<file path="src/hw/nes_mem_pkg.sv">
//**********************************************************************
// shared constants and types of the NES memory bridge
// imported by every bridge module and by the testbench
//**********************************************************************
`default_nettype none

package nes_mem_pkg;

    localparam int ADDR_W      = 22;    // byte address into the 4 MB map
    localparam int WORD_AW     = 16;    // backend word address bits, higher bits alias
    localparam int TEST_WORDS  = 8;     // self-test length in words
    localparam int TEST_IDX_W  = $clog2(TEST_WORDS);
    localparam int INIT_CYCLES = 16;    // backend init stand-in
    localparam int APB_AW      = 5;     // one bit past 0xc so the 0x10 hole is reachable

    // memory map, PRG ROM starts at 0
    localparam logic [ADDR_W-1:0] PRG_ROM_END  = 22'h1f_ffff;
    localparam logic [ADDR_W-1:0] CHR_ROM_END  = 22'h37_ffff;
    localparam logic [ADDR_W-1:0] INT_RAM_BASE = 22'h38_0000;
    localparam logic [ADDR_W-1:0] INT_RAM_END  = 22'h38_07ff;
    localparam logic [ADDR_W-1:0] PRG_RAM_BASE = 22'h3c_0000;
    localparam logic [ADDR_W-1:0] PRG_RAM_END  = 22'h3d_ffff;
    localparam logic [ADDR_W-1:0] TEST_BASE    = 22'h38_0000;   // self-test window

    // apb register offsets
    localparam logic [APB_AW-1:0] REG_STATUS   = 5'h0;   // busy, fails, test/init done
    localparam logic [APB_AW-1:0] REG_WRITTEN  = 5'h4;
    localparam logic [APB_AW-1:0] REG_UNMAPPED = 5'h8;
    localparam logic [APB_AW-1:0] REG_CTRL     = 5'hc;   // bit 0 starts a retest

    typedef enum logic [1:0] {NOP, READ, WRITE, REFRESH} mem_op_t;

    typedef enum logic [2:0] {PRG_ROM, CHR_ROM, INT_RAM, PRG_RAM, UNMAPPED} region_t;

    typedef enum logic [2:0] {
        S_INIT, S_TEST_WR, S_TEST_RD, S_NORMAL, S_WAIT
    } seq_state_t;

    // decode to execute
    typedef struct packed {
        mem_op_t           op;
        logic [ADDR_W-1:0] addr;
        logic [7:0]        wdata;
        logic              to_a;      // read lands on dout_a
        logic              to_b;
    } mem_req_t;

    // execute to result
    typedef struct packed {
        logic        done;            // one cycle per request
        logic [15:0] rdata;
        logic        was_a;
        logic        was_b;
        logic        unmapped;        // no memory access took place
        logic        was_write;
    } mem_rsp_t;

    typedef struct packed {
        logic              psel;
        logic              penable;
        logic              pwrite;
        logic [APB_AW-1:0] paddr;
        logic [31:0]       pwdata;
    } apb_req_t;

endpackage

`default_nettype wire

</file>
<file path="src/hw/mem_req_decode.sv">
//**********************************************************************
// decode stage, takes one core request while the bridge is idle
// registers it with its op and memory region for the sequencer
//**********************************************************************
`timescale 1ns/1ps
`default_nettype none

module mem_req_decode (
    input  wire                               clk,
    input  wire                               resetn,
    input  wire                               read_a,
    input  wire                               read_b,
    input  wire                               write,
    input  wire                               refresh,
    input  wire [nes_mem_pkg::ADDR_W-1:0]     addr,
    input  wire [7:0]                         din,
    input  wire                               accept_ok,   // sequencer idle
    output logic                              accepted,    // request taken this edge
    output nes_mem_pkg::mem_req_t             req,
    output nes_mem_pkg::region_t              region
);
    import nes_mem_pkg::*;

    logic    any_req;
    mem_op_t op_sel;
    region_t region_sel;

    assign any_req  = read_a | read_b | write | refresh;
    assign accepted = accept_ok & any_req;      // busy rises on this same edge

    // refresh beats write beats read
    always_comb begin
        if (refresh)
            op_sel = REFRESH;
        else if (write)
            op_sel = WRITE;
        else if (read_a | read_b)
            op_sel = READ;
        else
            op_sel = NOP;
    end

    always_comb begin
        if (addr <= PRG_ROM_END)
            region_sel = PRG_ROM;
        else if (addr <= CHR_ROM_END)
            region_sel = CHR_ROM;
        else if ((addr >= INT_RAM_BASE) && (addr <= INT_RAM_END))
            region_sel = INT_RAM;
        else if ((addr >= PRG_RAM_BASE) && (addr <= PRG_RAM_END))
            region_sel = PRG_RAM;
        else
            region_sel = UNMAPPED;      // holes between the windows
    end

    always_ff @(posedge clk) begin
        if (!resetn) begin
            req    <= '0;
            region <= PRG_ROM;
        end else if (accepted) begin
            req.op    <= op_sel;
            req.addr  <= addr;
            req.wdata <= din;
            req.to_a  <= read_a & (op_sel == READ);   // both ports may read together
            req.to_b  <= read_b & (op_sel == READ);
            region    <= region_sel;
        end else begin
            req.op <= NOP;      // op lives one cycle, the rest is held for the sequencer
        end
    end

endmodule

`default_nettype wire

</file>
<file path="config.mk">
export PLATFORM = sky130hd
export DESIGN_NAME = mem_req_decode
export DESIGN_NICKNAME = d
export VERILOG_FILES = /design/src/hw/nes_mem_pkg.sv /design/src/hw/mem_req_decode.sv
export SDC_FILE = /design/constraint.sdc
export NUM_CORES = 1
export LEC_CHECK = 0
export ABC_CLOCK_PERIOD_IN_PS = 1200
export BUFFER_PORTS_ARGS = -buffer_cell sky130_fd_sc_hd__buf_2
export CAP_MARGIN = 15
export CORE_MARGIN = 4
export CORE_UTILIZATION = 30
export CTS_CLUSTER_SIZE = 12
export DETAILED_ROUTE_END_ITERATION = 8
export SYNTH_ARGS = -nofsm -noshare
export SYNTH_HDL_FRONTEND = slang
export SYNTH_SLANG_ARGS = --single-unit
export TNS_END_PERCENT = 50
</file>
<file path="constraint.sdc">
create_clock -name clk -period 1.2 [get_ports clk]
set_input_delay 0.18 -clock clk [delete_from_list [all_inputs] [get_ports clk]]
set_output_delay 0.18 -clock clk [all_outputs]
set_load 0.05 [all_outputs]
</file>
==> impl_metrics.json <==
{
  "ios": 75,
  "synth.top_cell.area_share_pct": 51.57,
  "finalCriticalPeriod_ns": 1.135,
  "drt_wl_total_um": 3765,
  "endpoint": "accepted",
  "slew_viol_final": 0,
  "cp-start-kind": "input port",
  "cp.required_ns": 1.02,
  "path_class": "in -> out",
  "vdd_ir_drop_max_mv": 0.7335,
  "startpoint": "refresh",
  "nFillCells": 448,
  "fin_skew_ns": 0,
  "syn_area_per_cell_um2": 8.758,
  "synth_cell_types": 22,
  "syn_inst": 164,
  "min_period_over_period_pct": 94.62,
  "start_util_pct": 31.89,
  "drc_errors": 0,
  "yosys-top-cells-area": "dfxtp_1 (52%), nand2_1 (16%), a21boi_1 (15%), buf_6 (2.4%), o41ai_4 (1.9%)",
  "final_hold_viol_count": 0,
  "synth_commonest_cells": "nand2_1 (63), dfxtp_1 (37), a21boi_1 (28)",
  "r2r_setup_slack_ns": 0.56,
  "synth-seq-cells": 37,
  "pre_cts_ws_ns": -0.1451,
  "core_um2": 4504,
  "rsz0062_at_grt": "false",
  "synth_top_cell_by_area": "dfxtp_1",
  "fin_setup_tns_ns": 0,
  "hold_path_class": "in -> reg",
  "whs_ns": 0.1288,
  "routedWlPerCell_um": 12.38,
  "crit_path_max_incr_delay_ns": 0.38,
  "synth_area_um2": 1436,
  "r2r-end": "req[1]$_SDFFE_PN0P_",
  "status": "complete, no violations",
  "end_kind": "primary output",
  "drt_iter0_markers": 60,
  "dieArea_um2": 5959,
  "numPortBuffers": 74,
  "synth_edf_count": 0,
  "numClockSinks": 37,
  "total_leakage_power_nw": 0.9982,
  "grt_pass1_wl_um": 6382,
  "dp_hpwl_um": 3005,
  "diodes": 0,
  "root_buffer": "clkbuf_8",
  "ys_async_sr_fraction_pct": 0,
  "grt_usage_pct": 13.33,
  "synth_ff_type": "dfxtp_1",
  "r2r_cells": 2,
  "yosysWarningCount": 0,
  "routabilityCongestion": 0.7939,
  "ant_nets": 0,
  "htreeDepth": 2,
  "layout.cells.non_filler": 304,
  "power_per_cell_area_nw_per_um2": 1363,
  "die_x_um": 77.20,
  "worst_slew_pin_slew_ns": 0.3586,
  "clock_latency_ns": 0.28,
  "fin_ws_ns": 0.06454,
  "fmax_mhz": 880.7,
  "cp_cell_sequence": "buf_2 > o41ai_4 > inv_2 > buf_4",
  "grt_max_degree": 19,
  "syn_nets": 201,
  "cap_violations": 0,
  "cts_buffers": 5,
  "setup_violations": 0,
  "cp_max_fo": 2,
  "max-slew-margin-rel_pct": 75.88,
  "antenna_found_initial": 0,
  "routed-via-count": 1383,
  "cts_tree": "done",
  "vias_per_cell": 4.549,
  "area_delta_synth_final_pct": 41.81,
  "synth.yosys.seq_area_share_pct": 51.57,
  "crit_slowest_cell": "o41ai_4",
  "core.rowCount": 24,
  "synth.most_common_cell": "nand2_1",
  "fp.dieH_um": 77.20,
  "clockBufferDepth": 2,
  "holdBufCountCts": 0,
  "post-route-util_pct": 45.22,
  "drive_above_1_share_pct": 39.29,
  "arrival_ns": 0.96,
  "num-nets-final": 289,
  "first_pass_iters": 4,
  "path_clk_slew_ns": 0.07,
  "reg2reg_from": "req[1]$_SDFFE_PN0P_",
  "placed_cells": 295,
  "first_global_vias": 1372,
  "overflow": 0
}
critical path: cells and delay by family:
kind | cells | cell delay, ns
AO/OA/AOI/OAI | 1 | 0.38
buffers and inverters | 3 | 0.39
sequential cells by signal (all words and copies together) (netlist names):
register,count
region,3
req,34
cell usage in the layout, fill, tap and decap left out, drive strengths merged:
master	count
a21boi	31
a32o	1
nor4	1
nand4	1
dfxtp	37
a32oi	2
nor2	3
nand3	1
o31ai	3
buf	91
a21oi	2
nand2	63
clkbuf	7
o41ai	1
nor3	1
inv	2
nor2b	3
o211ai	1
o21bai	1
worst min path at each step:
stage / start / end / slack [ns] / cells after the start
after global routing: din[6] / req[8]$_SDFFE_PN0P_ / 0.13 / 3
after CTS: addr[0] / req[10]$_SDFFE_PN0P_ / 0.12 / 3
after detailed placement: din[0] / req[2]$_SDFFE_PN0P_ / 0.42 / 3
after global placement: addr[8] / req[18]$_SDFFE_PN0P_ / 0.42 / 3
after floorplan: refresh / req[32]$_SDFF_PN0_ / 0.31 / 2
final: addr[0] / req[10]$_SDFFE_PN0P_ / 0.13 / 3
repair_timing:
action / in CTS / in global routing
gates resized for setup: 1 / 0
buffers inserted: 2 / 0
endpoints found under the setup margin: 1 / 0
cell families (layout without fill, tap and decap cells):
logic type / after synthesis / after routing / share of synthesized area (%)
compound gates: 42 / 42 / 23.35
buf+inv: 12 / 100 / 4.964
simple gates: 73 / 73 / 20.12
flops: 37 / 37 / 51.57
where the power goes:
part	switching (W)	internal, W	total (W)	leakage [nW]
Clock	0.000395	0.000455	0.000850	0.0443
Combinational	0.000407	0.000196	0.000604	0.650
Sequential	0.0000288	0.00129	0.00132	0.304
layout make-up:
cell class / instances / area (µm²) / share of cell area [%]
clock buffer: 7 / 86.33 / 4.238
multi-input combinational: 115 / 624.3 / 30.65
tap: 52 / 65.06 / 3.194
sequential: 37 / 740.7 / 36.36
timing repair buffer: 91 / 513.0 / 25.18
inverter: 2 / 7.507 / 0.3686
through the flow:
step           area, µm²  total power, W
4_1_cts             2037        0.002829
6_report            2037        0.002776
3_5_place_dp        1933        0.001954
5_1_grt             2037        0.002924
3_3_place_gp        1933        0.001950
2_1_floorplan       1445        0.001748
layer usage:
| layer | routed length (µm) | global-route usage, % | share of wire [%] |
|---|---|---|---|
| met2 | 1666 | 21.07 | 44 |
| met5 | 0 | 0 | 0 |
| met1 | 1737 | 16.46 | 46 |
| met4 | 51 | 4.270 | 1.4 |
| met3 | 309 | 5.386 | 8.2 |
Note: power is estimated with default switching activity, not from simulation.
