## src/hw/nes_mem_pkg.sv

```systemverilog
//**********************************************************************
// shared constants and types of the NES memory bridge
// imported by every bridge module and by the testbench
//**********************************************************************
`default_nettype none

package nes_mem_pkg;

    localparam int ADDR_W      = 22;    // byte address into the 4 MB map
    localparam int WORD_AW     = 16;    // backend word address bits, higher bits alias
    localparam int TEST_WORDS  = 8;     // self-test length in words
    localparam int TEST_IDX_W  = $clog2(TEST_WORDS);
    localparam int INIT_CYCLES = 16;    // backend init stand-in
    localparam int APB_AW      = 5;     // one bit past 0xc so the 0x10 hole is reachable

    // memory map, PRG ROM starts at 0
    localparam logic [ADDR_W-1:0] PRG_ROM_END  = 22'h1f_ffff;
    localparam logic [ADDR_W-1:0] CHR_ROM_END  = 22'h37_ffff;
    localparam logic [ADDR_W-1:0] INT_RAM_BASE = 22'h38_0000;
    localparam logic [ADDR_W-1:0] INT_RAM_END  = 22'h38_07ff;
    localparam logic [ADDR_W-1:0] PRG_RAM_BASE = 22'h3c_0000;
    localparam logic [ADDR_W-1:0] PRG_RAM_END  = 22'h3d_ffff;
    localparam logic [ADDR_W-1:0] TEST_BASE    = 22'h38_0000;   // self-test window

    // apb register offsets
    localparam logic [APB_AW-1:0] REG_STATUS   = 5'h0;   // busy, fails, test/init done
    localparam logic [APB_AW-1:0] REG_WRITTEN  = 5'h4;
    localparam logic [APB_AW-1:0] REG_UNMAPPED = 5'h8;
    localparam logic [APB_AW-1:0] REG_CTRL     = 5'hc;   // bit 0 starts a retest

    typedef enum logic [1:0] {NOP, READ, WRITE, REFRESH} mem_op_t;

    typedef enum logic [2:0] {PRG_ROM, CHR_ROM, INT_RAM, PRG_RAM, UNMAPPED} region_t;

    typedef enum logic [2:0] {
        S_INIT, S_TEST_WR, S_TEST_RD, S_NORMAL, S_WAIT
    } seq_state_t;

    // decode to execute
    typedef struct packed {
        mem_op_t           op;
        logic [ADDR_W-1:0] addr;
        logic [7:0]        wdata;
        logic              to_a;      // read lands on dout_a
        logic              to_b;
    } mem_req_t;

    // execute to result
    typedef struct packed {
        logic        done;            // one cycle per request
        logic [15:0] rdata;
        logic        was_a;
        logic        was_b;
        logic        unmapped;        // no memory access took place
        logic        was_write;
    } mem_rsp_t;

    typedef struct packed {
        logic              psel;
        logic              penable;
        logic              pwrite;
        logic [APB_AW-1:0] paddr;
        logic [31:0]       pwdata;
    } apb_req_t;

endpackage

`default_nettype wire

```

## src/hw/mem_apb_regs.sv

```systemverilog
//**********************************************************************
// APB3 register block without wait states, status, counters, retest
// read data comes straight from the status inputs in the access phase
//**********************************************************************
`timescale 1ns/1ps
`default_nettype none

module mem_apb_regs (
    input  wire                          clk,
    input  wire                          resetn,
    input  wire nes_mem_pkg::apb_req_t   apb,
    output logic [31:0]                  prdata,
    output logic                         pslverr,
    input  wire                          init_done,
    input  wire                          test_done,
    input  wire                          fail_low,
    input  wire                          fail_high,
    input  wire                          busy,
    input  wire [19:0]                   total_written,
    input  wire [15:0]                   unmapped_count,
    output logic                         retest        // one-cycle pulse
);
    import nes_mem_pkg::*;

    logic access;
    logic known;                 // offset decodes to a register

    assign access = apb.psel & apb.penable;

    always_comb begin
        known = 1'b1;
        case (apb.paddr)
            REG_STATUS:   prdata = {27'd0, busy, fail_high, fail_low, test_done, init_done};
            REG_WRITTEN:  prdata = {12'd0, total_written};
            REG_UNMAPPED: prdata = {16'd0, unmapped_count};
            REG_CTRL:     prdata = 32'd0;     // write only, reads as zero
            default: begin
                prdata = 32'd0;
                known  = 1'b0;
            end
        endcase
    end

    // bad offset, or a write to one of the read-only registers
    assign pslverr = access & (~known | (apb.pwrite & (apb.paddr != REG_CTRL)));

    always_ff @(posedge clk) begin
        if (!resetn)
            retest <= 1'b0;
        else
            retest <= access & apb.pwrite & (apb.paddr == REG_CTRL) & apb.pwdata[0];
    end

endmodule

`default_nettype wire

```

## config.mk

```make
export PLATFORM = sky130hd
export DESIGN_NAME = mem_apb_regs
export DESIGN_NICKNAME = d
export VERILOG_FILES = /design/src/hw/nes_mem_pkg.sv /design/src/hw/mem_apb_regs.sv
export SDC_FILE = /design/constraint.sdc
export NUM_CORES = 1
export LEC_CHECK = 0
export BUFFER_PORTS_ARGS = -buffer_cell sky130_fd_sc_hd__buf_2
export CAP_MARGIN = 20
export CORE_MARGIN = 5
export CORE_UTILIZATION = 19
export CTS_CLUSTER_SIZE = 28
export DETAILED_ROUTE_END_ITERATION = 12
export HOLD_SLACK_MARGIN = 0.12
export PLACE_DENSITY = 0.86
export SETUP_SLACK_MARGIN = 0.05
export SLEW_MARGIN = 10
export SYNTH_ARGS = -nofsm -noshare
export SYNTH_HDL_FRONTEND = slang
export SYNTH_SLANG_ARGS = --single-unit
export TNS_END_PERCENT = 10
```

## constraint.sdc

```tcl
create_clock -name clk -period 1.2 [get_ports clk]
set_input_delay 0.06 -clock clk [delete_from_list [all_inputs] [get_ports clk]]
set_output_delay 0.06 -clock clk [all_outputs]
set_load 0.1 [all_outputs]
```

==> results of run 1 <==
==> worst max-delay path, stage by stage <==
cell and delay, ns:
buf_6 0.09, or3_4 0.41, nor3b_4 0.22, buf_12 0.18, and2_4 0.16, buf_12 0.16
==> what timing repair did <==
action / CTS / global route
endpoints found under the setup margin: 22 / 21
resized for setup: 6 / 0
cloned: 0 / 0
pin swaps: 0 / 2
==> power by group through the flow <==
stage               Combinational (mW)  Sequential (mW)  Clock, mW
floorplan                        0.398           0.0342          0
global placement                 0.542           0.0340          0
detailed placement               0.552           0.0340          0
CTS                              0.561           0.0340          0
global route                     0.580           0.0340          0
finish                           0.558           0.0340          0
==> cell usage in the layout (no fill, tap or decap), types with 2 or more instances in the layout <==
cell / n
buf_4: 5
buf_12: 22
and2_4: 4
nor2b_1: 6
a211oi_4: 4
buf_6: 3
nand2b_1: 4
nand2_1: 2
a22o_4: 11
a211oi_1: 4
buf_2: 51
conb_1: 12
nor2_2: 2
==> cell usage after synthesis <==
| cell type | n |
|---|---|
| clkbuf_1 | 2 |
| a21oi_1 | 1 |
| a22o_1 | 11 |
| buf_4 | 12 |
| a2bb2oi_1 | 1 |
| or3_1 | 1 |
| nand3_1 | 1 |
| nor2_1 | 2 |
| a211oi_1 | 8 |
| nand2_1 | 2 |
| nand2b_1 | 4 |
| nor3b_4 | 1 |
| nor4_1 | 1 |
| conb_1 | 1 |
| nor2b_1 | 6 |
| buf_2 | 1 |
| buf_6 | 2 |
| dfxtp_1 | 1 |
| and2_1 | 4 |
| mux2i_1 | 1 |
==> cell type report <==
type,count,area (um2),share of cell area [%]
repair buffers,81,767,56.4
multi-input cells,56,534,39.3
well taps,30,37.5,2.76
flip-flops and latches,1,20.0,1.47
==> worst max-delay path by stage <==
stage	depth (start not counted)	end	slack [ns]
2_1_floorplan	3	prdata[0]	-0.33
3_3_place_gp	6	prdata[13]	-0.20
3_5_place_dp	6	prdata[17]	-0.24
4_1_cts	6	prdata[17]	-0.17
5_1_grt	6	prdata[17]	-0.22
6_report	6	prdata[17]	-0.15
==> through the flow <==
stage | power, mW | hold slack [ns] | instance area [um2]
detailed placement | 0.586 | 0.329 | 1330
CTS | 0.595 | 0.329 | 1360
floorplan | 0.432 | 0.192 | 672
global placement | 0.576 | 0.315 | 1330
global route | 0.614 | 0.336 | 1360
finish | 0.592 | 0.325 | 1360
==> metal layers <==
layer	wire, um	GRT usage, %	vias to the layer above
li1	-	-	353
met1	651	10.4	338
met4	0	0	0
met2	1360	27.8	51
met3	367	3.27	0
met5	0	0	-
==> kinds of logic (layout without fill, tap and decap cells) <==
group                  Yosys count  after routing  share of synthesized area, %
and+or+nand+nor                 22             22                          29.7
other                            1             12                         0.801
buffers and inverters           17             81                          26.7
muxes                            1              1                          2.14
AOI/OAI and AO/OA               21             21                          36.4
DFF                              1              1                          4.28
==> flow_summary.ini, run 1 <==
[worst_setup_path]
crit_arrival_ns = 1.29
crit_path_end_kind = output port
crit_path_start_kind = input pin
startpoint = apb[33]
cp.required_ns = 1.14
critPathKind = input pin to output port
crit_path_max_fanout = 15

[sta]
setup_viol = 19
slew_viol_final = 0
finalHoldViolCount = 0
min_period_over_period_pct = 112
layout_min_cycle_time_ns = 1.35
fmax_ghz = 0.742
rsz0062_at_grt = yes
tns_ns = -2.17
fin_ws_ns = -0.148

[synth]
synth_seq_cells = 1
syn_inst = 63
synth_area_leaders = a22o_1 (21%), buf_4 (19%), a211oi_1 (13%)
avgSynthCellArea_um2 = 7.43
synth_cell_type_count = 20
ys.warnings.count = 0
seq_area_frac_synth_pct = 4.28
yosys.area.top_type_share_pct = 20.6
synth_area_um2 = 468
synth_top_area_cell = a22o_1

[floorplanning]
die_w_um = 59.6
core_area_um2 = 2410
fp-row-count = 18
die_area_um2 = 3560
dieHeight_um = 59.6
initial_core_util_pct = 19.4
io_pins = 117

[power_and_ir_drop]
intPower_mw = 0.211
comb_power_share_pct = 94.3
clkPwrFrac_pct = 0
power_density_nw_per_um2 = 436
vdd_ir_drop_max_mv = 0.374
power_switching_mw = 0.381
power.leakage_nw = 0.658
switching_share_pct = 64.3
p_seq_share_pct = 5.7

[finish]
final_cells = 168
final_core_util_pct = 56.4
antennaDiodeCount = 0
fillCellCount = 202
final_nets = 223
largest_register_ffs = 1
top_regs = retest x1
drive_gt1_share_pct = 76.1
top_register = retest
area_growth_syn_to_layout_pct = 190

[placement]
place_inst = 168
post-dp-hpwl_mm = 2.18
dp_slack_ns = -0.244
port-buffer-count = 73
place_congestion = 0.781

[global_route]
overflow = 0
track_usage_pct = 12.1
grt_pass1_vias = 757
antenna_found_initial = 0
grt_max_degree = 16
grt_pass1_wl_mm = 3.38

[run]
cap_viol_max_count = 0

[min_path]
min-delay-path-class = input pin to register
hold_path_end = retest
min_from = resetn
holdPathStages = 3

[route]
routed_wl_mm = 2.38
drc = 0
vias = 742
via_per_inst = 4.42
ant_nets = 0
wl_per_cell_um = 14.1
firstDrtPassIters = 2
drt_iter0_drc = 15

[clock_network]
clk_pin_slew_ns = 0
post-cts-setup-buffer-count = 0
cts_hold_buf = 0

[run_status]
failed_checks = negative setup slack
outcome = finished, violations left
Power figures use the tool's default switching activity.
==> inputs of run 2 (changes only) <==
- GPL_TIMING_DRIVEN: unset -> 0
- SKIP_LAST_GASP: unset -> 1
==> run 2 against run 1 <==
Net effect:
- sequential cell count stayed put
- fmax fell by 11%
- power rose by 1.2%
- hold slack worse by 0.0045 ns
- highest routed layer is now met4
- global-route usage is 1.2 points higher
- utilization up 0.36 points
- the flow still finishes with violations (negative setup slack)
- die area is the same
- sequential share of layout area about the same
- combinational power rose by 1%
- largest cell class unchanged
- first-iteration DRC count grew 53%
==> flow_summary.ini, run 2 (synthesis gave the netlist of run 1 again) <==
[min_path]
hold_path_end = retest
min-delay-path-class = input pin to register
min_from = apb[0]
holdPathStages = 3

[route]
routed_wl_mm = 2.52
vias = 786
drt_iter0_drc = 23
firstDrtPassIters = 4
via_per_inst = 4.30
wl_per_cell_um = 13.7
drc = 0
ant_nets = 0

[clock_network]
clk_pin_slew_ns = 0

[worst_setup_path]
slowest_delay_ns = 0.38
crit_arrival_ns = 1.46
critPathKind = input pin to output port
cp_cell_sequence = buf_6 > or3_4 > buf_8 > nor3b_4 > buf_6 > and2_4 > buf_12
crit_slowest_cell = or3_4
crit_path_start_kind = input pin
cp_common_cell = buf_6
crit_path_end_kind = output port
crit_path_max_fanout = 6
cp.required_ns = 1.14

[placement]
post-dp-hpwl_mm = 1.98
place_inst = 177
port-buffer-count = 73
place_congestion = 0.707

[floorplanning]
die_w_um = 59.6
dieHeight_um = 59.6
fp-row-count = 18
die_area_um2 = 3560
core_area_um2 = 2410
initial_core_util_pct = 19.4
io_pins = 117

[finish]
most-common-layout-cells = buf_2 (55), buf_4 (15), conb_1 (12)
final_nets = 238
drive_gt1_share_pct = 77.8
area_growth_syn_to_layout_pct = 192
final_cells = 183
final-seq-area_um2 = 20.0
final_common_cell = buf_2
antennaDiodeCount = 0
multi_input_area_um2 = 533
top_regs = retest x1
largest_register_ffs = 1
top_register = retest
fillCellCount = 199

[sta]
setup_viol = 21
finalHoldViolCount = 0
fmax_ghz = 0.658
tns_ns = -6.10
slew_viol_final = 0
fin_ws_ns = -0.320
min_period_over_period_pct = 127
rsz0062_at_grt = yes
layout_min_cycle_time_ns = 1.52

[global_route]
overflow = 0
grt_max_degree = 11
grt_pass1_vias = 803
track_usage_pct = 13.3
grt_pass1_wl_mm = 3.71
antenna_found_initial = 0

[run_status]
failed_checks = negative setup slack
outcome = finished, violations left

[power_and_ir_drop]
power.leakage_nw = 0.718
power_density_nw_per_um2 = 438
vdd_ir_drop_max_mv = 0.362

[run]
cap_viol_max_count = 0
[run 2: worst max-delay path by stage]
stage             from         end  cells after the start
2_1_floorplan  apb[33]   prdata[0]                      3
3_3_place_gp   apb[33]  prdata[16]                      7
3_5_place_dp   apb[33]  prdata[16]                      7
4_1_cts        apb[36]  prdata[16]                      7
5_1_grt        apb[33]  prdata[16]                      7
6_report       apb[33]  prdata[16]                      7
[run 2: where the power goes]
group	internal, mW	total (mW)	switching (mW)
clock network	0	0	0
logic	0.182	0.565	0.383
registers	0.0340	0.0340	0.00000564
total	0.216	0.599	0.383
[run 2: timing repair]
action                                  4_1_cts  5_1_grt
buffers inserted                              4        1
gates resized for setup                      60        5
cloned                                        1        0
hold buffers                                  0        0
pin swaps                                     3        3
endpoints found under the setup margin       21       21
[run 2: per-layer routing]
layer  track usage, %  wire, um  up-vias
met5                0         0        -
li1                 -         -      383
met2             27.3      1380       60
met3             2.61       355        5
met4             2.53        44        0
met1             13.6       734      338
[run 2: worst max-delay path: cells and delay by family]
family        cells  cell delay [ns]
buf+inv           4             0.58
simple gates      3             0.82
[run 2: area by class of cell]
| class | count | area share (%) |
|---|---|---|
| timing repair buffer | 79 | 46.8 |
| multi-input combinational | 56 | 39.0 |
| buffer | 17 | 9.97 |
| tap | 30 | 2.74 |
| sequential | 1 | 1.46 |
[run 2: per-stage QoR]
stage / setup WS [ns] / hold WS (ns) / utilization, % / instance area [um2] / power, mW
floorplan: -0.329 / 0.192 / - / 672 / 0.432
global route: -0.372 / 0.335 / 56.7 / 1370 / 0.625
CTS: -0.323 / 0.320 / 55.5 / 1340 / 0.589
detailed placement: -0.728 / 0.320 / 44.6 / 1070 / 0.548
global placement: -0.716 / 0.317 / 44.6 / 1070 / 0.542
finish: -0.320 / 0.321 / 56.7 / 1370 / 0.599
==> inputs of run 3 (changes only) <==
- CELL_PAD_IN_SITES_DETAIL_PLACEMENT: unset -> 1
- CELL_PAD_IN_SITES_GLOBAL_PLACEMENT: unset -> 2
- CORE_UTILIZATION: 19 -> 10
- GPL_TIMING_DRIVEN: 0 -> unset
- PLACE_DENSITY: 0.86 -> 0.95
==> run 3 against run 2 <==
Net effect:
- sequential power is essentially flat
- largest power group unchanged
- fmax grew 14%
- wire length is 7.4% higher
- sequential share of layout area about the same
- worst setup slack better by 0.18 ns
- combinational power fell by 2%
- global-route usage is 5.2 points lower
- utilization fell by 26 points
- the flow still finishes with violations (negative setup slack)
- critical path type unchanged
- largest cell class unchanged
- via count fell by 2.8%
==> flow_summary.ini, run 3 (synthesis gave the netlist of run 1 again) <==
[sta]
tns_ns = -2.36
holdWs_ns = 0.317
finalHoldViolCount = 0
layout_min_cycle_time_ns = 1.33
min_period_over_period_pct = 111
fin_ws_ns = -0.135
slew_viol_final = 0
setup_viol = 20
fmax_ghz = 0.749
rsz0062_at_grt = yes

[route]
wl_per_cell_um = 14.1
vias = 764
drc = 0
via_per_inst = 3.98
drt_iter0_drc = 3
firstDrtPassIters = 2
routed_wl_mm = 2.70
ant_nets = 0

[worst_setup_path]
crit_path_end_kind = output port
crit_path_start_kind = input pin
cp.required_ns = 1.14
crit_arrival_ns = 1.27
critPathKind = input pin to output port
crit_path_max_fanout = 8

[placement]
place_congestion = 0.659
post-dp-hpwl_mm = 2.49
dp_slack_ns = -0.228
port-buffer-count = 73

[run]
cap_viol_max_count = 0

[finish]
area_growth_syn_to_layout_pct = 194
drive_gt1_share_pct = 75.7
final_nets = 225
final_core_util_pct = 31.0
fillCellCount = 525
top_register = retest
final_common_cell = buf_2
multi_input_area_um2 = 531
largest_register_ffs = 1
antennaDiodeCount = 0
final-seq-area_um2 = 20.0
top_regs = retest x1
most-common-layout-cells = buf_2 (51), buf_12 (20), conb_1 (12)

[floorplanning]
core_area_um2 = 4440
initial_core_util_pct = 10.5
die_area_um2 = 6150
dieHeight_um = 78.4
die_w_um = 78.4
io_pins = 117
fp-row-count = 24

[power_and_ir_drop]
vdd_ir_drop_max_mv = 0.134
power_density_nw_per_um2 = 426
finalPower_mw = 0.586
clkPwrFrac_pct = 0
intPower_mw = 0.206
p_seq_share_pct = 5.8
comb_power_share_pct = 94.2
power_switching_mw = 0.380
power.leakage_nw = 0.663
switching_share_pct = 64.8

[min_path]
min-delay-path-class = input pin to register
holdPathStages = 3

[global_route]
grt_max_degree = 11
overflow = 0
antenna_found_initial = 0
grt_pass1_wl_mm = 4.10
grt_pass1_vias = 880
track_usage_pct = 8.12

[clock_network]
clk_pin_slew_ns = 0

[run_status]
failed_checks = negative setup slack
outcome = finished, violations left
## run 3: cell count changes in the layout (fill, tap and decap cells not counted), moves of 2 or more
cell,change
buf_2,-4
buf_12,+10
buf_4,-7
buf_8,-7
buf_6,-2
## run 3: layout make-up
class | instances | area share [%]
multi-input cells | 56 | 38.5
well taps | 52 | 4.73
flip-flops and latches | 1 | 1.45
repair buffers | 83 | 55.3
## run 3: final timing paths
kind,endpoint,startpoint,slack (ns)
hold / removal,retest,resetn,0.32
setup / recovery,prdata[19],apb[33],-0.13
## run 3: power groups by stage
stage | Sequential, mW | Combinational [mW] | Clock (mW)
floorplan | 0.0342 | 0.398 | 0
global placement | 0.0340 | 0.543 | 0
detailed placement | 0.0340 | 0.552 | 0
CTS | 0.0340 | 0.561 | 0
global route | 0.0340 | 0.576 | 0
finish | 0.0340 | 0.552 | 0
## run 3: routing by layer
metal | track usage (%) | vias to the layer above | share of wire [%]
met1 | 7.44 | 360 | 31
met5 | 0 | - | 0
met2 | 18.2 | 46 | 59
met3 | 2.29 | 0 | 9.9
met4 | 0 | 0 | 0
li1 | - | 358 | -
## run 3: per-stage QoR
step	instance area (um2)	std cells
after floorplan	672	74
after detailed placement	1360	191
after global placement	1360	191
after global routing	1380	192
after CTS	1410	194
final	1380	192
## run 3: critical path, cell delays in order
cell     delay (ns)
buf_6          0.09
or3_4          0.41
nor3b_4        0.22
buf_6          0.17
and2_4         0.16
buf_12         0.16
## run 3: what timing repair did
item,CTS,global route
setup endpoints to repair,22,22
buffers inserted,2,0
resized for setup,3,3
hold buffers,0,0
pin swaps,3,3
gates cloned,1,0
