`config.mk`:
```
export PLATFORM = sky130hd
export DESIGN_NAME = mem_result
export DESIGN_NICKNAME = d
export VERILOG_FILES = /design/src/hw/nes_mem_pkg.sv /design/src/hw/mem_result.sv
export SDC_FILE = /design/constraint.sdc
export NUM_CORES = 1
export LEC_CHECK = 0
export ABC_AREA = 0
export BUFFER_PORTS_ARGS = -buffer_cell sky130_fd_sc_hd__buf_2
export CORE_MARGIN = 2
export CORE_UTILIZATION = 53
export CTS_CLUSTER_SIZE = 16
export DETAILED_ROUTE_END_ITERATION = 8
export PLACE_DENSITY_LB_ADDON = 0.08
export SETUP_SLACK_MARGIN = 0.02
export SYNTH_ARGS = -nofsm -noshare
export SYNTH_HDL_FRONTEND = slang
export SYNTH_SLANG_ARGS = --single-unit
```
`constraint.sdc`:
```
create_clock -name clk -period 4.26 [get_ports clk]
set_clock_uncertainty 0.15 [all_clocks]
set_input_delay 0.213 -clock clk [delete_from_list [all_inputs] [get_ports clk]]
set_output_delay 0.213 -clock clk [all_outputs]
set_load 0.02 [all_outputs]
```
`src/hw/nes_mem_pkg.sv`:
```
//**********************************************************************
// shared constants and types of the NES memory bridge
// imported by every bridge module and by the testbench
//**********************************************************************
`default_nettype none

package nes_mem_pkg;

    localparam int ADDR_W      = 22;    // byte address into the 4 MB map
    localparam int WORD_AW     = 16;    // backend word address bits, higher bits alias
    localparam int TEST_WORDS  = 8;     // self-test length in words
    localparam int TEST_IDX_W  = $clog2(TEST_WORDS);
    localparam int INIT_CYCLES = 16;    // backend init stand-in
    localparam int APB_AW      = 5;     // one bit past 0xc so the 0x10 hole is reachable

    // memory map, PRG ROM starts at 0
    localparam logic [ADDR_W-1:0] PRG_ROM_END  = 22'h1f_ffff;
    localparam logic [ADDR_W-1:0] CHR_ROM_END  = 22'h37_ffff;
    localparam logic [ADDR_W-1:0] INT_RAM_BASE = 22'h38_0000;
    localparam logic [ADDR_W-1:0] INT_RAM_END  = 22'h38_07ff;
    localparam logic [ADDR_W-1:0] PRG_RAM_BASE = 22'h3c_0000;
    localparam logic [ADDR_W-1:0] PRG_RAM_END  = 22'h3d_ffff;
    localparam logic [ADDR_W-1:0] TEST_BASE    = 22'h38_0000;   // self-test window

    // apb register offsets
    localparam logic [APB_AW-1:0] REG_STATUS   = 5'h0;   // busy, fails, test/init done
    localparam logic [APB_AW-1:0] REG_WRITTEN  = 5'h4;
    localparam logic [APB_AW-1:0] REG_UNMAPPED = 5'h8;
    localparam logic [APB_AW-1:0] REG_CTRL     = 5'hc;   // bit 0 starts a retest

    typedef enum logic [1:0] {NOP, READ, WRITE, REFRESH} mem_op_t;

    typedef enum logic [2:0] {PRG_ROM, CHR_ROM, INT_RAM, PRG_RAM, UNMAPPED} region_t;

    typedef enum logic [2:0] {
        S_INIT, S_TEST_WR, S_TEST_RD, S_NORMAL, S_WAIT
    } seq_state_t;

    // decode to execute
    typedef struct packed {
        mem_op_t           op;
        logic [ADDR_W-1:0] addr;
        logic [7:0]        wdata;
        logic              to_a;      // read lands on dout_a
        logic              to_b;
    } mem_req_t;

    // execute to result
    typedef struct packed {
        logic        done;            // one cycle per request
        logic [15:0] rdata;
        logic        was_a;
        logic        was_b;
        logic        unmapped;        // no memory access took place
        logic        was_write;
    } mem_rsp_t;

    typedef struct packed {
        logic              psel;
        logic              penable;
        logic              pwrite;
        logic [APB_AW-1:0] paddr;
        logic [31:0]       pwdata;
    } apb_req_t;

endpackage

`default_nettype wire

```
`src/hw/mem_result.sv`:
```
//**********************************************************************
// result stage, steers read data to dout_a/dout_b and owns core busy
// also keeps the mapped write and unmapped access counters
//**********************************************************************
`timescale 1ns/1ps
`default_nettype none

module mem_result (
    input  wire                          clk,
    input  wire                          resetn,
    input  wire                          accepted,      // from decode
    input  wire nes_mem_pkg::mem_rsp_t   rsp,
    input  wire                          test_done,
    output logic [7:0]                   dout_a,
    output logic [7:0]                   dout_b,
    output logic                         busy,
    output logic [19:0]                  total_written,
    output logic [15:0]                  unmapped_count
);
    logic [7:0] rd_byte;

    assign rd_byte = rsp.unmapped ? 8'hff : rsp.rdata[7:0];   // holes read as 0xff

    always_ff @(posedge clk) begin
        if (!resetn) begin
            busy           <= 1'b1;        // held through init and self-test
            total_written  <= '0;
            unmapped_count <= '0;
        end else begin
            busy <= accepted | ~test_done | (busy & ~rsp.done);
            if (rsp.done & rsp.was_write & ~rsp.unmapped)
                total_written <= total_written + 1'b1;
            if (rsp.done & rsp.unmapped)
                unmapped_count <= unmapped_count + 1'b1;
        end
    end

    // only the flagged ports change
    always_ff @(posedge clk) begin
        if (rsp.done & rsp.was_a)
            dout_a <= rd_byte;
        if (rsp.done & rsp.was_b)
            dout_b <= rd_byte;
    end

endmodule

`default_nettype wire

```
==> results of run 1 <==
## sequential cells by signal, indices dropped and copies added, names as in the netlist
name / cells
total_written: 20
busy: 1
dout_a: 8
unmapped_count: 16
dout_b: 8
## per-stage QoR
| stage | total power (W) | util [%] | worst slack [ps] |
|---|---|---|---|
| CTS | 0.0009795 | 68.27 | 2479 |
| finish | 0.0009709 | 68.27 | 2509 |
| global route | 0.001003 | 68.27 | 2377 |
| floorplan | 0.0005874 | - | 2500 |
| global placement | 0.0006084 | 64.60 | 2501 |
| detailed placement | 0.0006110 | 64.60 | 2480 |
## layer usage
metal  track usage (%)  wire (um)  vias to the layer above
li1                  -          -                      876
met1             24.48       1960                      799
met2             32.26       2093                       51
met3             6.250        313                        6
met4             5.882         46                        0
met5                 0          0                        -
## power groups by stage
stage / Clock, W / Combinational, W / Sequential, W
2_1_floorplan: 0 / 0.0000219 / 0.000565
3_3_place_gp: 0 / 0.0000594 / 0.000549
3_5_place_dp: 0 / 0.0000612 / 0.000550
4_1_cts: 0.000379 / 0.0000624 / 0.000538
5_1_grt: 0.000396 / 0.0000672 / 0.000539
6_report: 0.000372 / 0.0000616 / 0.000538
## synthesized netlist by cell type
library cell   n
o21ai_0        6
and4_2         1
and3_2         1
nand4b_1       1
and3_1         1
and4_1         7
and4_4         1
nor4b_4        1
xnor2_1        5
nand2b_1       6
or3_1          6
buf_6          2
nand2_1       16
ha_1           2
nor3_1         2
edfxtp_1      16
mux2i_1        6
xor2_1        18
nand4_1       12
or2_2          8
dfxtp_1       37
nand3_1        8
and2_1         4
clkbuf_1       6
nand4b_4       1
a21oi_1        7
buf_4          1
inv_1          2
nand4_4        2
nor2_1        25
and3b_1        1
## final timing paths
kind	startpoint	end	cells after the start
max reg2reg	total_written[0]	total_written[16]	5
max	total_written[0]	total_written[16]	5
min	rsp[11]	dout_a[7]	2
min reg2reg	unmapped_count[15]	unmapped_count[15]	2
## logic make-up after synthesis
kind of cell / Yosys count / synth area share [%]
compound gates: 13 / 2.871
flops: 53 / 53.89
xor+xnor: 23 / 8.890
mux: 6 / 2.651
fa+ha+maj: 2 / 1.104
buf+inv: 11 / 2.651
simple gates: 104 / 27.94
## worst max-delay path: cells and delay by family, from the launching register on
kind / cells / cell delay (ps)
muxes: 1 / 130
DFF: 1 / 430
and+or+nand+nor: 3 / 720
adders and majority gates: 1 / 230
## area by class of cell
class	count	area share, %
clock buffer	6	3.388
clock inverter	2	1.265
inverter	2	0.2710
multi-input combinational	148	35.55
sequential	53	44.08
tap	50	2.258
timing repair buffer	71	13.19
==> flow_metrics.py, run 1 <==
metrics = {
    "die": {
        "num_rows": 23,
        "start_util_pct": 55.84,
        "die_area_sq_mm": 0.004814,
        "dieWidth_um": 69.39,
        "die_height_um": 69.39,
        "coreArea_sq_mm": 0.004058,
        "ioPinCount": 78,
    },
    "finish": {
        "final_area_sq_mm": 0.002770,
        "fill_cells": 353,
        "antennaDiodeCount": 0,
        "nNetsFinal": 308,
        "area_growth_pct": 22.25,
        "mostFrequentLayoutCells": "buf_2, dfxtp_1, nor2_1, xor2_1",
        "multi_input_area_sq_um": 984.7,
        "drive_above_1_share_pct": 32.62,
        "instances_no_fill": 332,
        "seqCellArea_sq_mm": 0.001221,
        "final_common_cell": "buf_2",
    },
    "power": {
        "combPwrFrac_pct": 6.3,
        "ir_worst_vdd_v": 0.0001780,
        "p_sw_w": 0.0002069,
        "swShare_pct": 21.31,
        "intPower_w": 0.0007640,
        "power_density_mw_per_mm2": 350.5,
        "p_seq_share_pct": 55.4,
        "pwr-share-clk_pct": 38.3,
        "power.leakage_nw": 1.267,
    },
    "place": {
        "post-dp-hpwl_um": 3174,
        "place_congestion": 0.7255,
        "port_buffers": 69,
        "place_area_sq_mm": 0.002621,
        "dp.cells": 322,
    },
    "route": {
        "routedWlPerCell_um": 13.30,
        "vias_per_cell": 5.217,
        "ant_nets": 0,
        "drt_iter0_markers": 119,
        "drc": 0,
        "dr.pass1.iters": 4,
        "vias": 1732,
        "wl_um": 4414,
    },
    "sta": {
        "rsz0062_at_grt": "false",
        "fin_tns_setup_ps": 0,
        "whs_ps": 34.79,
        "worstMarginPinSlew_ps": 949.8,
        "finalHoldViolations": 0,
        "maxSlewHeadroom_pct": 36.61,
        "fin_crit_ps": 1751,
        "max_freq_ghz": 0.5709,
        "setup_viol": 0,
        "slew_viol_final": 0,
        "period_share_pct": 41.11,
    },
    "synthesis": {
        "yosys.area.top_type": "dfxtp_1",
        "syn_avg_cell_area_sq_um": 10.69,
        "netlist_area_sq_mm": 0.002266,
        "synthesis.instances": 212,
        "synth_top_area_share_pct": 32.69,
        "yosys_warnings": 0,
        "synth-seq-cells": 53,
        "yosys-top-cells-area": "dfxtp_1, edfxtp_1, xor2_1",
        "syn_nets": 239,
        "ys_seq_area_share_pct": 53.89,
        "synth_cell_types": 31,
    },
    "worst_setup_path": {
        "worstSetupEndpointType": "flip-flop",
        "cp.arrival_ps": 1810,
        "r2r_slack_ps": 2510,
        "crit_slowest_cell": "dfxtp_1",
        "crit_fanout": 5,
        "crit_chain": "ha_1 -> nand4b_4 -> nor4b_4 -> nand4_1 -> mux2i_1",
        "required_ps": 4310,
        "slowest_delay_ps": 430,
        "path_class": "flip-flop to flip-flop",
        "start_kind": "flip-flop",
    },
    "clock_network": {
        "numCtsBuffers": 5,
        "clk_pin_slew_worst_paths_ps": 90,
        "cts.sinks": 53,
        "htree_levels": 2,
        "cts-root-buf": "clkbuf_8",
        "ctsResizeCount": 0,
        "clk_latency_ps": 300,
        "cts_hold_buf": 2,
        "cts_buffer_depth": 2,
        "cts_setup_buffers": 0,
        "cts_tree": "built",
    },
    "global_routing": {
        "grt_pass1_wl_um": 7617,
        "grt_pass1_vias": 1651,
        "grt.total_usage_pct": 19.53,
        "gr-total-overflow": 0,
        "antenna_found_initial": 0,
        "grt_max_degree": 32,
    },
    "outcome": {
        "outcome": "complete, no violations",
    },
    "min_path": {
        "hold_class": "primary input to flip-flop",
    },
    "flow_run": {
        "drv_cap": 0,
    },
}
Power figures use the tool's default switching activity.
==> run 2: changes to the inputs <==
--- a/config.mk
+++ b/config.mk
@@ -8,7 +8,7 @@
 export ABC_AREA = 0
 export BUFFER_PORTS_ARGS = -buffer_cell sky130_fd_sc_hd__buf_2
 export CORE_MARGIN = 2
-export CORE_UTILIZATION = 53
+export CORE_UTILIZATION = 45
 export CTS_CLUSTER_SIZE = 16
 export DETAILED_ROUTE_END_ITERATION = 8
 export PLACE_DENSITY_LB_ADDON = 0.08
==> constraint.sdc (replaced) <==
create_clock -name clk -period 1.4 [get_ports clk]
set_clock_uncertainty 0.15 [all_clocks]
set_input_delay 0.07 -clock clk [delete_from_list [all_inputs] [get_ports clk]]
set_output_delay 0.07 -clock clk [all_outputs]
set_load 0.02 [all_outputs]
==> flow_metrics.py, run 2 (synthesis gave the netlist of run 1 again) <==
metrics = {
    "route": {
        "vias": 1952,
        "ant_nets": 0,
        "wl_um": 5068,
        "dr.pass1.iters": 4,
        "drc": 0,
        "vias_per_cell": 4.832,
        "drt_iter0_markers": 57,
        "routedWlPerCell_um": 12.54,
    },
    "place": {
        "post-dp-hpwl_um": 3509,
        "place_congestion": 0.7232,
        "dp.cells": 378,
        "port_buffers": 69,
    },
    "worst_setup_path": {
        "start_kind": "flip-flop",
        "crit_start": "total_written[1]",
        "crit_fanout": 4,
        "r2r_end": "total_written[16]",
        "r2r-start": "total_written[1]",
        "required_ps": 1450,
        "critical_path.endpoint": "total_written[16]",
        "crit_family": "simple AND/OR/NAND/NOR gates",
        "cp.arrival_ps": 1570,
        "reg2reg_depth": 5,
        "critPathBufInv": 0,
        "worstSetupEndpointType": "flip-flop",
        "path_depth": 5,
        "crit_slowest_cell": "dfxtp_4",
        "crit_chain": "ha_4 -> nand4b_4 -> nor4b_4 -> nand4_1 -> mux2i_1",
        "path_class": "flip-flop to flip-flop",
        "r2r_slack_ps": -120,
        "slowest_delay_ps": 380,
    },
    "global_routing": {
        "grt_max_degree": 28,
        "grt_pass1_wl_um": 7976,
        "antenna_found_initial": 0,
        "grt.total_usage_pct": 18.47,
        "grt_pass1_vias": 1819,
        "gr-total-overflow": 0,
    },
    "clock_network": {
        "numCtsBuffers": 5,
        "clk_pin_slew_worst_paths_ps": 100,
        "clk_latency_ps": 310,
        "cts_tree": "built",
        "cts.sinks": 53,
        "htree_levels": 2,
        "cts_buffer_depth": 2,
        "cts-root-buf": "clkbuf_8",
    },
    "die": {
        "num_rows": 25,
        "coreArea_sq_mm": 0.004786,
        "dieWidth_um": 74.96,
        "die_area_sq_mm": 0.005619,
        "start_util_pct": 47.35,
        "die_height_um": 74.96,
        "ioPinCount": 78,
    },
    "power": {
        "power_density_mw_per_mm2": 830.1,
        "p_seq_share_pct": 58.7,
        "p_sw_w": 0.0006816,
        "ir_worst_vdd_v": 0.0006134,
        "power.leakage_nw": 1.547,
        "combPwrFrac_pct": 8.9,
        "swShare_pct": 24.65,
        "intPower_w": 0.002083,
        "pwr-share-clk_pct": 32.5,
    },
    "finish": {
        "antennaDiodeCount": 0,
        "instances_no_fill": 404,
        "largest_reg_flops": 20,
        "nNetsFinal": 363,
        "mostFrequentLayoutCells": "buf_2, buf_4, nor2_1, dfxtp_2, xor2_1",
        "final_common_cell": "buf_2",
        "area_growth_pct": 46.99,
        "regMostFlops": "total_written",
        "top_regs": "total_written (20), unmapped_count (16)",
        "drive_above_1_share_pct": 51.04,
    },
    "sta": {
        "rsz0062_at_grt": "true",
        "maxSlewHeadroom_pct": 77.90,
        "max_freq_ghz": 0.6589,
        "period_share_pct": 108.4,
        "fin_tns_setup_ps": -776.1,
        "finalHoldViolations": 0,
        "slew_viol_final": 0,
        "setup_ws_ps": -117.6,
        "fin_crit_ps": 1518,
        "worstMarginPinSlew_ps": 330.1,
        "setup_viol": 9,
    },
    "outcome": {
        "outcome": "complete, but fails checks",
        "violations": "negative setup slack",
    },
    "min_path": {
        "hold_class": "primary input to flip-flop",
    },
    "flow_run": {
        "drv_cap": 0,
    },
}
## run 2: through the flow
| step | utilization, % | power, W | setup WS (ps) | area (sq um) | hold slack (ps) |
|---|---|---|---|---|---|
| after floorplan | - | 0.001780 | -94.18 | 2350 | 7.266 |
| after global placement | 63.32 | 0.001870 | -99.18 | 3030 | 106.7 |
| after detailed placement | 63.32 | 0.001872 | -129.9 | 3030 | 119.4 |
| after CTS | 68.44 | 0.002793 | -149.3 | 3276 | 12.26 |
| after global routing | 69.59 | 0.002868 | -192.0 | 3331 | 54.38 |
| final | 69.59 | 0.002765 | -117.6 | 3331 | 18.96 |
## run 2: worst min-delay path, cell delays in order
cell and delay (ps):
buf_2 140, nand2_1 100, xor2_1 70, nor2_1 70
## run 2: final cells by class
type,instances,area [sq um]
inverters,2,7.507
clock inverters,3,26.28
fillers,405,1455
flip-flops and latches,53,1275
clock buffers,5,68.82
repair buffers,126,828.3
multi-input cells,148,1041
well taps,67,83.83
## run 2: metal layers
layer	wire length (um)	track usage [%]	vias to the layer above
met4	46	5.952	0
met3	188	3.481	5
met1	2310	24.06	915
met5	0	0	-
met2	2522	31.09	43
li1	-	-	989
## run 2: worst min path at each step
stage,start,end,cells past startpoint
2_1_floorplan,test_done,busy,1
3_3_place_gp,accepted,busy,2
3_5_place_dp,test_done,busy,2
4_1_cts,rsp[1],unmapped_count[1],4
5_1_grt,rsp[1],unmapped_count[0],4
6_report,rsp[1],unmapped_count[0],4
## run 2: power groups by stage
stage / registers (W) / clock network, W / logic [W]
after floorplan: 0.00171 / 0 / 0.0000679
after global placement: 0.00166 / 0 / 0.000212
after detailed placement: 0.00166 / 0 / 0.000213
after CTS: 0.00162 / 0.000929 / 0.000241
after global routing: 0.00163 / 0.000974 / 0.000266
final: 0.00162 / 0.000897 / 0.000245
## run 2: what timing repair did
action	in CTS	in global routing
setup endpoints to repair	20	26
cloned	0	0
buffers inserted	1	3
pin swaps	5	5
hold buffers	13	2
hold endpoints to repair	23	1
resized for setup	6	6
==> run 3: changes to the inputs <==
--- a/config.mk
+++ b/config.mk
@@ -9,9 +9,9 @@
 export BUFFER_PORTS_ARGS = -buffer_cell sky130_fd_sc_hd__buf_2
 export CORE_MARGIN = 2
 export CORE_UTILIZATION = 45
-export CTS_CLUSTER_SIZE = 16
+export CTS_CLUSTER_SIZE = 25
 export DETAILED_ROUTE_END_ITERATION = 8
-export PLACE_DENSITY_LB_ADDON = 0.08
+export PLACE_DENSITY = 0.76
 export SETUP_SLACK_MARGIN = 0.02
 export SYNTH_ARGS = -nofsm -noshare
 export SYNTH_HDL_FRONTEND = slang
==> flow_metrics.py, run 3 (synthesis gave the netlist of run 1 again) <==
metrics = {
    "power": {
        "power_density_mw_per_mm2": 825.3,
        "ir_worst_vdd_v": 0.0004574,
        "p_total_w": 0.002731,
        "power.leakage_nw": 1.534,
    },
    "route": {
        "drt_iter0_markers": 92,
        "routedWlPerCell_um": 13.18,
        "drc": 0,
        "dr.pass1.iters": 4,
        "wl_um": 5311,
        "ant_nets": 0,
        "vias": 1965,
        "vias_per_cell": 4.876,
    },
    "die": {
        "die_height_um": 74.96,
        "start_util_pct": 47.35,
        "dieWidth_um": 74.96,
        "die_area_sq_mm": 0.005619,
        "ioPinCount": 78,
        "coreArea_sq_mm": 0.004786,
        "num_rows": 25,
    },
    "sta": {
        "rsz0062_at_grt": "true",
        "fin_tns_setup_ps": -625.2,
        "maxSlewHeadroom_pct": 75.57,
        "finalHoldViolations": 0,
        "slew_viol_final": 0,
        "max_freq_ghz": 0.6686,
        "period_share_pct": 106.8,
        "fin_crit_ps": 1496,
        "setup_viol": 10,
        "setup_ws_ps": -95.57,
        "worstMarginPinSlew_ps": 366.4,
    },
    "worst_setup_path": {
        "crit_chain": "ha_4 -> nand4b_4 -> nor4b_4 -> nand4_1 -> mux2i_1",
        "crit_slowest_cell": "dfxtp_4",
        "critPathBufInv": 0,
        "path_class": "flip-flop to flip-flop",
        "worstSetupEndpointType": "flip-flop",
        "slowest_delay_ps": 380,
        "start_kind": "flip-flop",
        "crit_family": "simple AND/OR/NAND/NOR gates",
        "required_ps": 1450,
        "cp.arrival_ps": 1550,
        "crit_fanout": 4,
    },
    "finish": {
        "largest_reg_flops": 20,
        "nNetsFinal": 362,
        "final_area_sq_mm": 0.003309,
        "final_common_cell": "buf_2",
        "final_util_pct": 69.15,
        "regMostFlops": "total_written",
        "drive_above_1_share_pct": 52.08,
        "area_growth_pct": 46.05,
        "fill_cells": 366,
        "antennaDiodeCount": 0,
        "top_regs": "total_written (20), unmapped_count (16)",
        "mostFrequentLayoutCells": "buf_2, buf_4, nor2_1, dfxtp_2, xor2_1",
    },
    "clock_network": {
        "cts.sinks": 53,
        "htree_levels": 2,
        "clk_latency_ps": 310,
        "cts_buffer_depth": 2,
        "numCtsBuffers": 5,
        "clk_pin_slew_worst_paths_ps": 100,
        "cts-root-buf": "clkbuf_8",
        "cts_tree": "built",
    },
    "global_routing": {
        "grt_pass1_wl_um": 8487,
        "grt.total_usage_pct": 19.79,
        "grt_max_degree": 23,
        "grt_pass1_vias": 1920,
        "gr-total-overflow": 0,
        "antenna_found_initial": 0,
    },
    "flow_run": {
        "drv_cap": 0,
    },
    "place": {
        "place_area_sq_mm": 0.003010,
        "port_buffers": 69,
        "post-dp-hpwl_um": 3741,
        "place_ws_ps": -104.2,
        "place_congestion": 0.7145,
    },
    "min_path": {
        "hold_class": "primary input to flip-flop",
    },
    "outcome": {
        "violations": "negative setup slack",
        "outcome": "complete, but fails checks",
    },
}
-- run 3: metrics by stage --
stage / std cells / hold slack (ps)
2_1_floorplan: 212 / 7.266
3_3_place_gp: 377 / 110.5
3_5_place_dp: 377 / 126.8
4_1_cts: 400 / 15.85
5_1_grt: 403 / 56.57
6_report: 403 / 27.52
-- run 3: what timing repair did --
action / CTS / global route
setup buffers: 3 / 2
endpoints found under the hold margin: 23 / 1
resized for setup: 8 / 8
pin swaps: 3 / 7
hold buffers: 12 / 2
endpoints found under the setup margin: 21 / 26
gates cloned: 0 / 0
-- run 3: layout make-up --
type	instances	area, sq um	area share [%]
Timing Repair Buffer	125	805.8	24.35
Tap cell	67	83.83	2.533
Sequential cell	53	1276	38.56
Inverter	2	7.507	0.2268
Clock inverter	3	22.52	0.6805
Multi-Input combinational cell	148	1045	31.57
Clock buffer	5	68.82	2.079
-- run 3: worst register-to-register path, delay by kind of cell, from the launching register on --
family	cells	cell delay [ps]
and+or+nand+nor	3	590
DFF	1	380
adders and majority gates	1	130
muxes	1	130
-- run 3: worst paths after layout --
check	from	to	slack [ps]	depth (start not counted)
min reg2reg	total_written[19]	total_written[19]	330	2
max reg2reg	total_written[0]	total_written[16]	-100	5
min	rsp[1]	unmapped_count[2]	30	4
max	total_written[0]	total_written[16]	-100	5
-- run 3: power breakdown --
| part | leakage, nW | switching, W | internal, W |
|---|---|---|---|
| combinational | 1.02 | 0.000135 | 0.000104 |
| sequential | 0.477 | 0.0000159 | 0.00161 |
| clock | 0.0364 | 0.000517 | 0.000351 |
-- run 3: metal layers --
metal  GRT usage [%]  part of all wire, %  vias up
met1           23.70                   44      913
met4           5.952                 0.68        0
met5               0                    0        -
met3           4.016                  4.4        4
li1                -                    -      987
met2           35.67                   51       61
